--- src/verilog/decode_pkg.sv ---
package decode_pkg;

    // RV32 major opcodes, bits [6:0] of the instruction
    typedef enum logic [6:0] {
        LUI      = 7'b0110111,
        AUIPC    = 7'b0010111,
        JAL      = 7'b1101111,
        JALR     = 7'b1100111,
        BRANCH   = 7'b1100011,
        LOAD     = 7'b0000011,
        STORE    = 7'b0100011,
        OP_IMM   = 7'b0010011,
        OP       = 7'b0110011,
        LOAD_FP  = 7'b0000111,
        STORE_FP = 7'b0100111,
        FMADD    = 7'b1000011,
        FMSUB    = 7'b1000111,
        FNMSUB   = 7'b1001011,
        FNMADD   = 7'b1001111,
        OP_FP    = 7'b1010011,
        SYSTEM   = 7'b1110011
    } opcode_e;

    // Immediate format
    typedef enum logic [2:0] {
        IMM_I,
        IMM_S,
        IMM_B,
        IMM_U,
        IMM_J
    } imm_sel_e;

    // Kind of PC-relative target
    typedef enum logic {
        TGT_JAL,
        TGT_BRANCH
    } target_sel_e;

    // Writeback packet, destination taken from inst[11:7]
    typedef struct packed {
        logic        regwen;
        logic        fpregwen;
        logic [31:0] inst;
        logic [31:0] wdata;
    } wb_t;

    // Decode to execute bundle
    typedef struct packed {
        logic [31:0] pc;
        logic [31:0] inst;
        logic [31:0] rd1;
        logic [31:0] rd2;
        logic [31:0] fd1;
        logic [31:0] fd2;
        logic [31:0] fd3;
        logic [31:0] imm;
        logic        br_taken;
    } id_ex_t;

    // addi x0, x0, 0
    localparam logic [31:0] NOP = 32'h0000_0013;

endpackage

--- src/verilog/id_control.sv ---
module id_control (
    input  logic [31:0]             inst,
    input  logic [31:0]             ex_inst,
    output decode_pkg::imm_sel_e    imm_sel,
    output decode_pkg::target_sel_e target_sel,
    output logic                    target_en,
    output logic                    stall
);

    import decode_pkg::*;

    opcode_e    op;
    opcode_e    ex_op;
    logic [4:0] rs1;
    logic [4:0] rs2;
    logic [4:0] rs3;
    logic [4:0] ex_rd;

    logic use_rs1;
    logic use_rs2;
    logic use_fs1;
    logic use_fs2;
    logic use_fs3;
    logic int_hit;
    logic fp_hit;

    assign op    = opcode_e'(inst[6:0]);
    assign ex_op = opcode_e'(ex_inst[6:0]);
    assign rs1   = inst[19:15];
    assign rs2   = inst[24:20];
    assign rs3   = inst[31:27];
    assign ex_rd = ex_inst[11:7];

    // Immediate format and target kind
    always_comb begin
        case (op)
            LUI, AUIPC:      imm_sel = IMM_U;
            JAL:             imm_sel = IMM_J;
            BRANCH:          imm_sel = IMM_B;
            STORE, STORE_FP: imm_sel = IMM_S;
            default:         imm_sel = IMM_I;
        endcase
    end

    assign target_sel = (op == BRANCH) ? TGT_BRANCH : TGT_JAL;

    // JALR depends on rs1, so it is left to execute
    assign target_en = (op == JAL) || (op == BRANCH);

    // Which source fields are live in each register file
    always_comb begin
        use_rs1 = 1'b1;
        use_rs2 = 1'b0;
        use_fs1 = 1'b0;
        use_fs2 = 1'b0;
        use_fs3 = 1'b0;
        case (op)
            LUI, AUIPC, JAL: begin
                use_rs1 = 1'b0;
            end
            BRANCH, STORE, OP: begin
                use_rs2 = 1'b1;
            end
            FMADD, FMSUB, FNMSUB, FNMADD: begin
                use_rs1 = 1'b0;
                use_fs1 = 1'b1;
                use_fs2 = 1'b1;
                use_fs3 = 1'b1;
            end
            // Moves and conversions may read integer rs1, so it stays live
            OP_FP: begin
                use_fs1 = 1'b1;
                use_fs2 = 1'b1;
            end
            STORE_FP: begin
                use_fs2 = 1'b1;
            end
            default: begin
                use_rs1 = 1'b1;
            end
        endcase
    end

    // Load in execute whose result is needed now
    assign int_hit = (ex_op == LOAD) && (ex_rd != 5'd0) &&
                     ((use_rs1 && (rs1 == ex_rd)) || (use_rs2 && (rs2 == ex_rd)));

    // f0 is a real register, no zero check here
    assign fp_hit = (ex_op == LOAD_FP) &&
                    ((use_fs1 && (rs1 == ex_rd)) ||
                     (use_fs2 && (rs2 == ex_rd)) ||
                     (use_fs3 && (rs3 == ex_rd)));

    assign stall = int_hit || fp_hit;

endmodule

--- config.mk ---
export PLATFORM = sky130hd
export DESIGN_NAME = id_control
export DESIGN_NICKNAME = d
export VERILOG_FILES = /design/src/verilog/decode_pkg.sv /design/src/verilog/id_control.sv
export SDC_FILE = /design/constraint.sdc
export NUM_CORES = 1
export LEC_CHECK = 0
export BUFFER_PORTS_ARGS = -buffer_cell sky130_fd_sc_hd__buf_2
export CAP_MARGIN = 25
export CELL_PAD_IN_SITES_DETAIL_PLACEMENT = 1
export CELL_PAD_IN_SITES_GLOBAL_PLACEMENT = 1
export CORE_UTILIZATION = 16
export DETAILED_ROUTE_END_ITERATION = 16
export PLACE_DENSITY = 0.9
export SYNTH_ARGS = -nofsm -noshare
export SYNTH_HDL_FRONTEND = slang
export SYNTH_SLANG_ARGS = --single-unit
--- constraint.sdc ---
create_clock -name vclk -period 1.4
set_input_delay 0.14 -clock vclk [all_inputs]
set_output_delay 0.14 -clock vclk [all_outputs]
set_load 0.03 [all_outputs]
* Word level (Yosys, flattened, before mapping)
Cells that the tools add are included.
** Operators by class
- Eq/ne operators :: 17
- Mux-type cells :: 7
- Reductions and logical operators :: 21
** Operators with widths (count)
- 7-bit equality test (second input constant) :: 7
- 7-bit by 6-bit equality test with 1-bit output (second input constant) :: 4
- 5-bit equality test :: 3
- 3-bit one-hot mux with 4 select lines :: 1
- 1-bit logical AND :: 8
- 7-bit by 2-bit equality test with 1-bit output (second input constant) :: 1
- 7-bit by 3-bit equality test with 1-bit output (second input constant) :: 1
- 7-bit by 5-bit equality test with 1-bit output (second input constant) :: 1
- 7-bit OR reduction :: 1
- 1-bit 2-to-1 mux :: 6
- 6-bit OR reduction :: 1
- 1-bit logical OR :: 5
- 5-bit nonzero test :: 1
- 5-bit OR reduction :: 1
- 2-bit OR reduction :: 2
- 4-bit OR reduction :: 1
- 3-bit OR reduction :: 1
** Storage, ports and cells
- Flip-flop bits (word level) :: 0
- Bits of input ports :: 64
- Output and inout bits :: 6
- Logic and storage cells :: 45

* Logic depth before layout (Yosys ltp)
Gate-level depths: netlist of run 1.
- Word-level depth :: 8
- Gate-level depth with buffers :: 5
- Mapped depth without buffers :: 5

* Worst setup path after synthesis of run 1
OpenSTA, ideal clock, no wires.
- Path kind :: input -> output
- From :: in inst[1]
- To :: out stall
- Arrival time :: 1.497 ns
- Data required time :: 1.260 ns
- Path slack :: -0.237 ns
- Cell stages on the path :: 5
- Buffers on the path :: 0
- Cells stage by stage :: nand2_2 -> or2_4 -> a2111oi_2 -> a22oi_2 -> o311ai_2
** On the way
- Cells in the longest elaborated chain, start to end :: 8
- Elaborated cells between the ends (all ways) :: 33
- Classes of those cells :: 12 x eq/ne; 5 x mux; 16 x reduce/logical
** Ends and longest elaborated chain
- start, declared :: line id_control.sv:2 : input logic [31:0] inst,
- 7-bit equality test / 7-bit by 6-bit equality test with 1-bit output (equally long branches) :: line id_control.sv:57 : case (op)
- 6-bit OR reduction (no line) / 5-bit OR reduction (equally long branches)
- 1-bit 2-to-1 mux :: line id_control.sv:57
- 1-bit logical AND (on tied branches) :: line id_control.sv:91, id_control.sv:90
- 1-bit logical OR :: line id_control.sv:90 : ((use_fs1 && (rs1 == ex_rd)) ||
- 1-bit logical OR :: line id_control.sv:91 : (use_fs2 && (rs2 == ex_rd)) ||
- 1-bit logical AND :: line id_control.sv:89 : assign fp_hit = (ex_op == LOAD_FP) &&
- 1-bit logical OR * :: line id_control.sv:94 : assign stall = int_hit || fp_hit;
- end, declared :: line id_control.sv:7 : output logic stall
Mark *: on every way between the ends. The rest lies on a longest branch, timed or not.

* Final worst setup path of run 1
- From :: in inst[4]
- To :: out stall
The elaborated chain is that of the path after synthesis.

==> key figures, run 1 <==
Outcome
  • Status: complete, but fails checks
  • Failing checks: negative setup slack

Cells and area
  • Area taken by flip-flops and latches: 0 um^2
  • Post-layout net count: 178
  • Clk_buf instances: 0
  • Share of layout cells above drive strength 1: 0.607
  • Commonest non-fill, non-tap cell in the layout: buf_2
  • Synth-to-Final Area Change: 111%
  • Most frequent cells in the layout: 34 x buf_2, 17 x buf_4, 10 x xnor2_1
  • # diodes: 0
  • Post-route cell area: 860 um^2
  • Num sequential: 0

Yosys
  • Syn Area/Cell: 7.26 um^2
  • XOR/XNOR Fraction of Synth Area: 0.323
  • Largest family of logic cells by synthesized area: simple AND/OR/NAND/NOR gates
  • Synth top area share: 0.215
  • Synth Instances: 56
  • Synth Area in Simple Gates: 0.474
  • Unique masters post-synth: 25
  • Synth Area in Adders: 0
  • Mapped Area: 407 um^2
  • Register area share after synthesis: 0
  • Post-synthesis compound-gate area fraction: 0.203
  • Synth area leaders: xnor2_1 22%, xor2_1 11%, nand3_1 4.9%
  • Warnings from Yosys: 0
  • Mux contribution to synthesized area: 0
  • Syn nets: 120
  • Area leader, netlist: xnor2_1

Global route
  • Global-route wire length before repair: 2960 um
  • Initial antenna violation count: 0
  • Total grt overflow: 0
  • Number of global-route vias before repair: 677
  • Largest net degree at the start of global routing: 8
  • GRT Resource Usage Total: 0.140

Setup path
  • Worst-path fanout max: 3
  • Critical path cell sequence: buf_8 -> nor4b_4 -> nand4_1 -> or4_4 -> o311ai_4 -> buf_6
  • CP max-delay cell: or4_4
  • CP Capture Point: stall
  • Kind of critical path: in -> out
  • Max stage delay on crit path: 0.55 ns
  • Worst EP required: 1.26 ns
  • Endpoint class of the critical path: primary output
  • Worst setup SP type: primary input
  • CP Launch Point: inst[4]
  • Critical path arrival: 1.54 ns

Floorplanning
  • Initial Util: 0.177
  • Die Y-Extent: 52.4 um
  • Core area: 2300 um^2
  • Die Footprint: 2750 um^2
  • Row count: 17
  • I/O pins: 70
  • Die W: 52.4 um

Detailed routing
  • Post-route antenna net violation count: 0
  • Vias: 659
  • Per-cell routed wire length: 13.5 um
  • Initial DRC count: 7
  • Drt pass-1 iters: 4
  • Vias per cell: 4.71
  • WL final: 1890 um
  • # DRC: 0

CTS
  • CTS Hold Bufs: 0

STA
  • Normalized max-slew margin: 0.770
  • Tcrit/Tclk final: 1.20
  • Minimum clock period: 1.68 ns
  • Setup_tns: -0.281 ns
  • Max Clock Freq: 595 MHz
  • Setup violators final: 1
  • Worst slew pin tran: 0.342 ns
  • Final setup margin: -0.281 ns
  • Final Hold Viols: 0
  • Final slew viol count: 0
  • RSZ-0062 raised after global routing: yes

Pwr
  • VDD IR-drop max: 109 uV
  • Total power divided by cell area: 242 nW/um^2
  • Leak: 0.382 nW

Hold path
  • Worst hold path type: in -> out

Placed design
  • Port Buffers: 40
  • GP Congestion: 0.882
  • Placed Area: 786 um^2
  • HPWL after DPL: 1670 um

Job
  • Max Cap Violations: 0
cell families (layout without fill, tap and decap cells):
kind of cell / count (synthesis) / count (layout)
buffers and inverters: 0 / 56
AO/OA/AOI/OAI: 10 / 10
AND/OR/NAND/NOR: 31 / 31
XOR/XNOR: 15 / 15
through the flow:
step | utilization | worst slack (ns) | hold slack, ns | power [mW] | std cells
floorplan | - | -0.0340 | 0.402 | 0.0718 | 56
global placement | 0.342 | -0.340 | 0.633 | 0.184 | 139
finish | 0.374 | -0.281 | 0.644 | 0.208 | 140
global route | 0.374 | -0.336 | 0.669 | 0.224 | 140
CTS | 0.371 | -0.309 | 0.645 | 0.206 | 140
detailed placement | 0.342 | -0.500 | 0.638 | 0.191 | 139
worst min path at each step:
stage                     cells after the start    endpoint  startpoint  slack (ns)
after detailed placement                      3  imm_sel[0]     inst[6]        0.64
after floorplan                               1  imm_sel[0]     inst[6]        0.40
after global placement                        3  imm_sel[0]     inst[6]        0.63
after global routing                          3  imm_sel[0]     inst[6]        0.67
final                                         3  imm_sel[0]     inst[6]        0.64
after CTS                                     3  imm_sel[0]     inst[6]        0.65
worst max-delay path: cells and delay by family:
family | cells | cell delay [ns]
and+or+nand+nor | 3 | 1.04
AOI/OAI and AO/OA | 1 | 0.08
buffers and inverters | 2 | 0.27
repair_timing:
action | CTS | global route
setup endpoints to repair | 3 | 1
setup buffers | 1 | 0
pin swaps | 4 | 4
gates resized for setup | 15 | 3
cloned | 0 | 0
cell type report:
| type | instances | area (um^2) |
|---|---|---|
| Fill cell | 304 | 1440 |
| Multi-Input combinational cell | 56 | 467 |
| Tap cell | 28 | 35.0 |
| Timing Repair Buffer | 56 | 358 |
Yosys cell counts:
cell type  count
nor4_1         1
o311ai_2       1
nand3_1        4
nand4_1        2
a21oi_1        3
a22oi_2        1
a211oi_1       1
or2_4          1
nand3b_1       2
nand2b_1       1
or3b_2         2
xor2_1         5
nor2_1         5
nand2_1        2
or4_1          2
nor4b_1        1
nor4b_2        1
o22ai_1        1
nand4b_1       1
nor3_1         4
nand2_2        1
nor2b_1        1
xnor2_1       10
a2111oi_2      1
o21ai_0        2
power by group:
| group | internal [mW] | switching (mW) | leakage, nW | total, mW |
|---|---|---|---|---|
| clock | 0 | 0 | 0 | 0 |
| combinational | 0.113 | 0.0952 | 0.382 | 0.208 |
| sequential | 0 | 0 | 0 | 0 |
per-layer routing:
metal,up-vias,part of all wire,GRT usage
met5,-,0,0
met4,0,0.0064,0.0175
li1,327,-,-
met3,2,0.046,0.0174
met2,20,0.56,0.300
met1,310,0.39,0.139
No activity file was read; power rests on OpenSTA's default activity.
==> inputs of run 2 (changes only) <==
- GPL_TIMING_DRIVEN: unset -> 0
==> run 2 against run 1 <==
Effect of this change:
- the flow still finishes with violations (negative setup slack)
- sequential share of layout area unchanged
- worst setup slack better by 0.058 ns
- final cell count down 10%
- first-iteration DRC count is 86% lower
- critical endpoint unchanged
==> key figures, run 2 (synthesis results as in run 1) <==
Pwr
  • Leak: 0.331 nW (-13%)
  • VDD IR-drop max: 91.2 uV (-16%)
  • Total power divided by cell area: 242 nW/um^2 (about the same)
  • Psw: 93.2 uW (-2.1%)
  • Comb pwr share: 1.000 (about the same)
  • Power share of the clock group: 0 (unchanged)
  • Sw Share: 0.482 (+0.0233)
  • Sequential share of power: 0 (unchanged)
  • Int Pwr: 100 uW (-11%)

Setup path
  • CP Launch Point: ex_inst[9]
  • Critical path arrival: 1.48 ns (-0.06 ns)
  • Worst setup SP type: primary input
  • Endpoint class of the critical path: primary output
  • CP bufs+invs: 2 (unchanged)
  • CP max-delay cell: or4_4
  • Worst-path fanout max: 4 (+1)
  • Top delay family on crit path: simple AND/OR/NAND/NOR gates
  • Kind of critical path: in -> out
  • Critical path cell sequence: buf_2 -> or4_4 -> nor2_4 -> a2111oi_4 -> a22oi_2 -> o311ai_4 -> buf_6
  • Max stage delay on crit path: 0.53 ns (-0.02 ns)
  • Worst EP required: 1.26 ns (about the same)

STA
  • Final Hold Viols: 0 (unchanged)
  • Setup violators final: 1 (unchanged)
  • Normalized max-slew margin: 0.775 (+0.00515)
  • Max Clock Freq: 616 MHz (+3.6%)
  • Worst slew pin tran: 0.334 ns (-0.00862 ns)
  • RSZ-0062 raised after global routing: yes
  • Final setup margin: -0.223 ns (+0.0577 ns)
  • Minimum clock period: 1.62 ns (-0.0577 ns)
  • Hold Slack: 0.631 ns (-0.0131 ns)
  • Final slew viol count: 0 (unchanged)
  • Tcrit/Tclk final: 1.16 (-0.0412)

Hold path
  • Hold depth: 3 (unchanged)
  • Worst hold path type: in -> out
  • Hold path endpoint: stall
  • Worst hold path startpoint: ex_inst[2]

Cells and area
  • Area taken by flip-flops and latches: 0 um^2 (unchanged)
  • Clk_buf instances: 0 (unchanged)
  • Fillers: 283 (-6.9%)
  • # diodes: 0 (unchanged)
  • Commonest non-fill, non-tap cell in the layout: buf_2
  • Num sequential: 0 (unchanged)
  • Post-layout net count: 164 (-7.9%)
  • Synth-to-Final Area Change: 96.9%
  • Share of layout cells above drive strength 1: 0.571 (-0.0357)
  • Layout Cells excl Fill: 126 (-10%)
  • Most frequent cells in the layout: 29 x buf_2, 10 x xnor2_1, 7 x buf_6
  • Post-route cell area: 801 um^2 (-6.8%)

Floorplanning
  • Die W: 52.4 um (unchanged)
  • Initial Util: 0.177 (unchanged)
  • Die Footprint: 2750 um^2 (unchanged)
  • I/O pins: 70 (unchanged)
  • Die Y-Extent: 52.4 um (unchanged)
  • Row count: 17 (unchanged)
  • Core area: 2300 um^2 (unchanged)

Global route
  • Number of global-route vias before repair: 591 (-13%)
  • Total grt overflow: 0 (unchanged)
  • Largest net degree at the start of global routing: 10 (+2)
  • Initial antenna violation count: 0 (unchanged)
  • Global-route wire length before repair: 2710 um (-8.4%)
  • GRT Resource Usage Total: 0.128 (-0.0119)

Placed design
  • Placed cell count: 124 (-11%)
  • Port Buffers: 40 (unchanged)
  • HPWL after DPL: 1400 um (-16%)
  • Placed Area: 673 um^2 (-14%)
  • GP Congestion: 0.811 (-8.1%)

Detailed routing
  • WL final: 1730 um (-8.2%)
  • Vias: 595 (-9.7%)
  • # DRC: 0 (unchanged)
  • Per-cell routed wire length: 13.8 um (+2.0%)
  • Vias per cell: 4.72 (+0.32%)
  • Drt pass-1 iters: 2 (-2)
  • Initial DRC count: 1 (-6)
  • Post-route antenna net violation count: 0 (unchanged)

Outcome
  • Status: complete, but fails checks
  • Failing checks: negative setup slack

CTS
  • CTS Hold Bufs: 0 (unchanged)

Job
  • Max Cap Violations: 0 (unchanged)
run 2: changes by cell type in the layout (fill, tap and decap cells not counted), sizes merged:
cell  before  now
buf       56   42
run 2: per-stage QoR:
stage                     setup TNS [ns]   util  setup slack (ns)  power (mW)
after floorplan                  -0.0712      -           -0.0340      0.0718
after global placement            -0.519  0.293            -0.451       0.153
after detailed placement          -0.574  0.293            -0.436       0.161
after CTS                         -0.244  0.334            -0.244       0.186
after global routing              -0.283  0.349            -0.283       0.209
final                             -0.223  0.349            -0.223       0.194
run 2: area by class of cell:
cell class | instances | area, um^2 | area share
multi-input combinational | 56 | 489 | 0.611
tap | 28 | 35.0 | 0.0438
timing repair buffer | 42 | 277 | 0.345
run 2: routing by layer:
| layer | part of all wire | GRT usage | vias up |
|---|---|---|---|
| met4 | 0 | 0 | 0 |
| met5 | 0 | 0 | - |
| li1 | - | - | 298 |
| met1 | 0.41 | 0.145 | 279 |
| met2 | 0.55 | 0.268 | 18 |
| met3 | 0.038 | 0.00580 | 0 |
run 2: timing repair:
item,in CTS,in global routing
gates resized for setup,18,9
setup buffers,1,1
setup endpoints to repair,3,3
pin swaps,11,6
run 2: worst max path at each step:
stage,end,slack [ns],cells after the start
after CTS,stall,-0.24,6
after global placement,stall,-0.45,6
after floorplan,target_en,-0.03,3
after global routing,stall,-0.28,7
after detailed placement,stall,-0.44,6
final,stall,-0.22,7
run 2: power groups by stage:
stage / Sequential, mW / Clock [mW] / Combinational, mW
after CTS: 0 / 0 / 0.186
after floorplan: 0 / 0 / 0.0718
after global placement: 0 / 0 / 0.153
after detailed placement: 0 / 0 / 0.161
after global routing: 0 / 0 / 0.209
final: 0 / 0 / 0.194
==> inputs of run 3 (changes only) <==
- CELL_PAD_IN_SITES_DETAIL_PLACEMENT: 1 -> unset
- CELL_PAD_IN_SITES_GLOBAL_PLACEMENT: 1 -> unset
- CORE_UTILIZATION: 16 -> 29
- PLACE_DENSITY: 0.9 -> 0.91
==> run 3 against run 2 <==
Effect of this change:
- the flow still finishes with violations (negative setup slack)
- non-clock buffer count is 2 higher
- maximum frequency is 0.34% lower
- clock-buffer cell count stayed put
- final area is 3.0% higher
- first-iteration DRC count grew to 7.0 times the previous value
- wire length is 15% lower
- combinational power is 3% higher
- global-route usage is 6.4 points higher
- core utilization is 29 points higher
- critical path depth is 1 lower
==> key figures, run 3 (synthesis results as in run 1) <==
Cells and area
  • Post-layout net count: 166 (+1.2%)
  • Commonest non-fill, non-tap cell in the layout: buf_2
  • Synth-to-Final Area Change: 103%
  • Fillers: 114 (-60%)
  • Share of layout cells above drive strength 1: 0.610 (+0.0386)
  • Most frequent cells in the layout: 28 x buf_2, 10 x xnor2_1, 8 x buf_6
  • Clk_buf instances: 0 (unchanged)
  • # diodes: 0 (unchanged)
  • Num sequential: 0 (unchanged)
  • Area taken by flip-flops and latches: 0 um^2 (unchanged)

Pwr
  • Leak: 0.347 nW (+4.9%)
  • Total power divided by cell area: 242 nW/um^2 (+0.12%)
  • VDD IR-drop max: 155 uV (+70%)
  • Tot Pwr: 199 uW (+3.1%)

STA
  • Final Hold Viols: 0 (unchanged)
  • RSZ-0062 raised after global routing: yes
  • Final slew viol count: 0 (unchanged)
  • Setup violators final: 1 (unchanged)
  • Tcrit/Tclk final: 1.16 (+0.00399)
  • Minimum clock period: 1.63 ns (+0.00558 ns)
  • Final setup margin: -0.229 ns (-0.00558 ns)
  • Worst slew pin tran: 0.305 ns (-0.0281 ns)
  • Max Clock Freq: 614 MHz (-0.34%)
  • Normalized max-slew margin: 0.794 (+0.0182)
  • Hold Slack: 0.624 ns (-0.00741 ns)

Detailed routing
  • Top routing layer in use: met3
  • Post-route antenna net violation count: 0 (unchanged)
  • Metal2 WL: 817 um (-14%)
  • DR WL met3: 64 um (-3.0%)
  • Drt pass-1 iters: 4 (+2)
  • Initial DRC count: 7 (+6)
  • Per-cell routed wire length: 12.8 um (-6.9%)
  • Vias per cell: 5.24 (+11%)
  • Vias: 603 (+1.3%)
  • WL final: 1470 um (-15%)
  • # DRC: 0 (unchanged)
  • Met1 Wirelength: 591 um (-17%)

Global route
  • Largest net degree at the start of global routing: 10 (unchanged)
  • GRT Resource Usage Total: 0.192 (+0.0640)
  • Total grt overflow: 0 (unchanged)
  • Number of global-route vias before repair: 526 (-11%)
  • Initial antenna violation count: 0 (unchanged)
  • Global-route wire length before repair: 2180 um (-20%)

Floorplanning
  • I/O pins: 70 (unchanged)
  • Core area: 1300 um^2 (-43%)
  • Initial Util: 0.313 (+0.135)
  • Row count: 13 (-4)
  • Die Y-Extent: 39.4 um (-25%)
  • Die Footprint: 1560 um^2 (-43%)
  • Die W: 39.4 um (-25%)

Setup path
  • Critical path arrival: 1.49 ns (about the same)
  • CP max-delay cell: or4_4
  • Critical path cell sequence: buf_12 -> nor4b_4 -> nand4_1 -> or4_4 -> o311ai_4 -> buf_6
  • Worst-path fanout max: 6 (+2)
  • Worst EP required: 1.26 ns (about the same)
  • Endpoint class of the critical path: primary output
  • CP Launch Point: inst[4]
  • Max stage delay on crit path: 0.57 ns (+0.04 ns)
  • Worst setup SP type: primary input
  • Kind of critical path: in -> out

Placed design
  • GP Congestion: 0.782 (-3.6%)
  • HPWL after DPL: 1110 um (-21%)
  • Port Buffers: 40 (unchanged)

Outcome
  • Failing checks: negative setup slack
  • Status: complete, but fails checks

Job
  • Max Cap Violations: 0 (unchanged)

Hold path
  • Worst hold path startpoint: ex_inst[2]
  • Worst hold path type: in -> out
run 3: cell count changes in the layout (fill, tap and decap cells not counted), sizes merged:
cell  delta
buf      +2
run 3: power breakdown:
| group | internal [mW] | total, mW | switching [mW] |
|---|---|---|---|
| registers | 0 | 0 | 0 |
| clock network | 0 | 0 | 0 |
| logic | 0.107 | 0.199 | 0.0929 |
| total | 0.107 | 0.199 | 0.0929 |
run 3: layout make-up:
class,instances,area [um^2],area share
multi-input cells,56,503,0.610
repair buffers,44,303,0.367
well taps,15,18.8,0.0228
run 3: worst max-delay path, delay by kind of cell:
| kind | cells | cell delay [ns] |
|---|---|---|
| buffers and inverters | 2 | 0.28 |
| AOI/OAI and AO/OA | 1 | 0.08 |
| and+or+nand+nor | 3 | 0.99 |
run 3: path summary, 6_finish.rpt:
check | to | slack, ns | depth (start not counted)
min | stall | 0.62 | 3
max | stall | -0.23 | 6
run 3: repair_timing:
| item | CTS | global route |
|---|---|---|
| buffers inserted | 1 | 3 |
| hold buffers | 0 | 0 |
| pin swaps | 11 | 5 |
| setup endpoints to repair | 3 | 2 |
| gates resized for setup | 18 | 18 |
| gates cloned | 0 | 0 |
run 3: per-stage QoR:
stage | cells | utilization | instance area, um^2 | setup TNS, ns | worst slack, ns
floorplan | 56 | - | 438 | -0.0712 | -0.0340
global placement | 111 | 0.505 | 657 | -0.465 | -0.397
detailed placement | 111 | 0.505 | 657 | -0.565 | -0.408
CTS | 112 | 0.569 | 741 | -0.227 | -0.227
global route | 115 | 0.634 | 825 | -0.293 | -0.293
finish | 115 | 0.634 | 825 | -0.229 | -0.229
run 3: layer usage:
layer | GRT usage | up-vias
met2 | 0.361 | 23
met3 | 0 | 0
met4 | 0 | 0
met1 | 0.253 | 275
met5 | 0 | -
li1 | - | 305
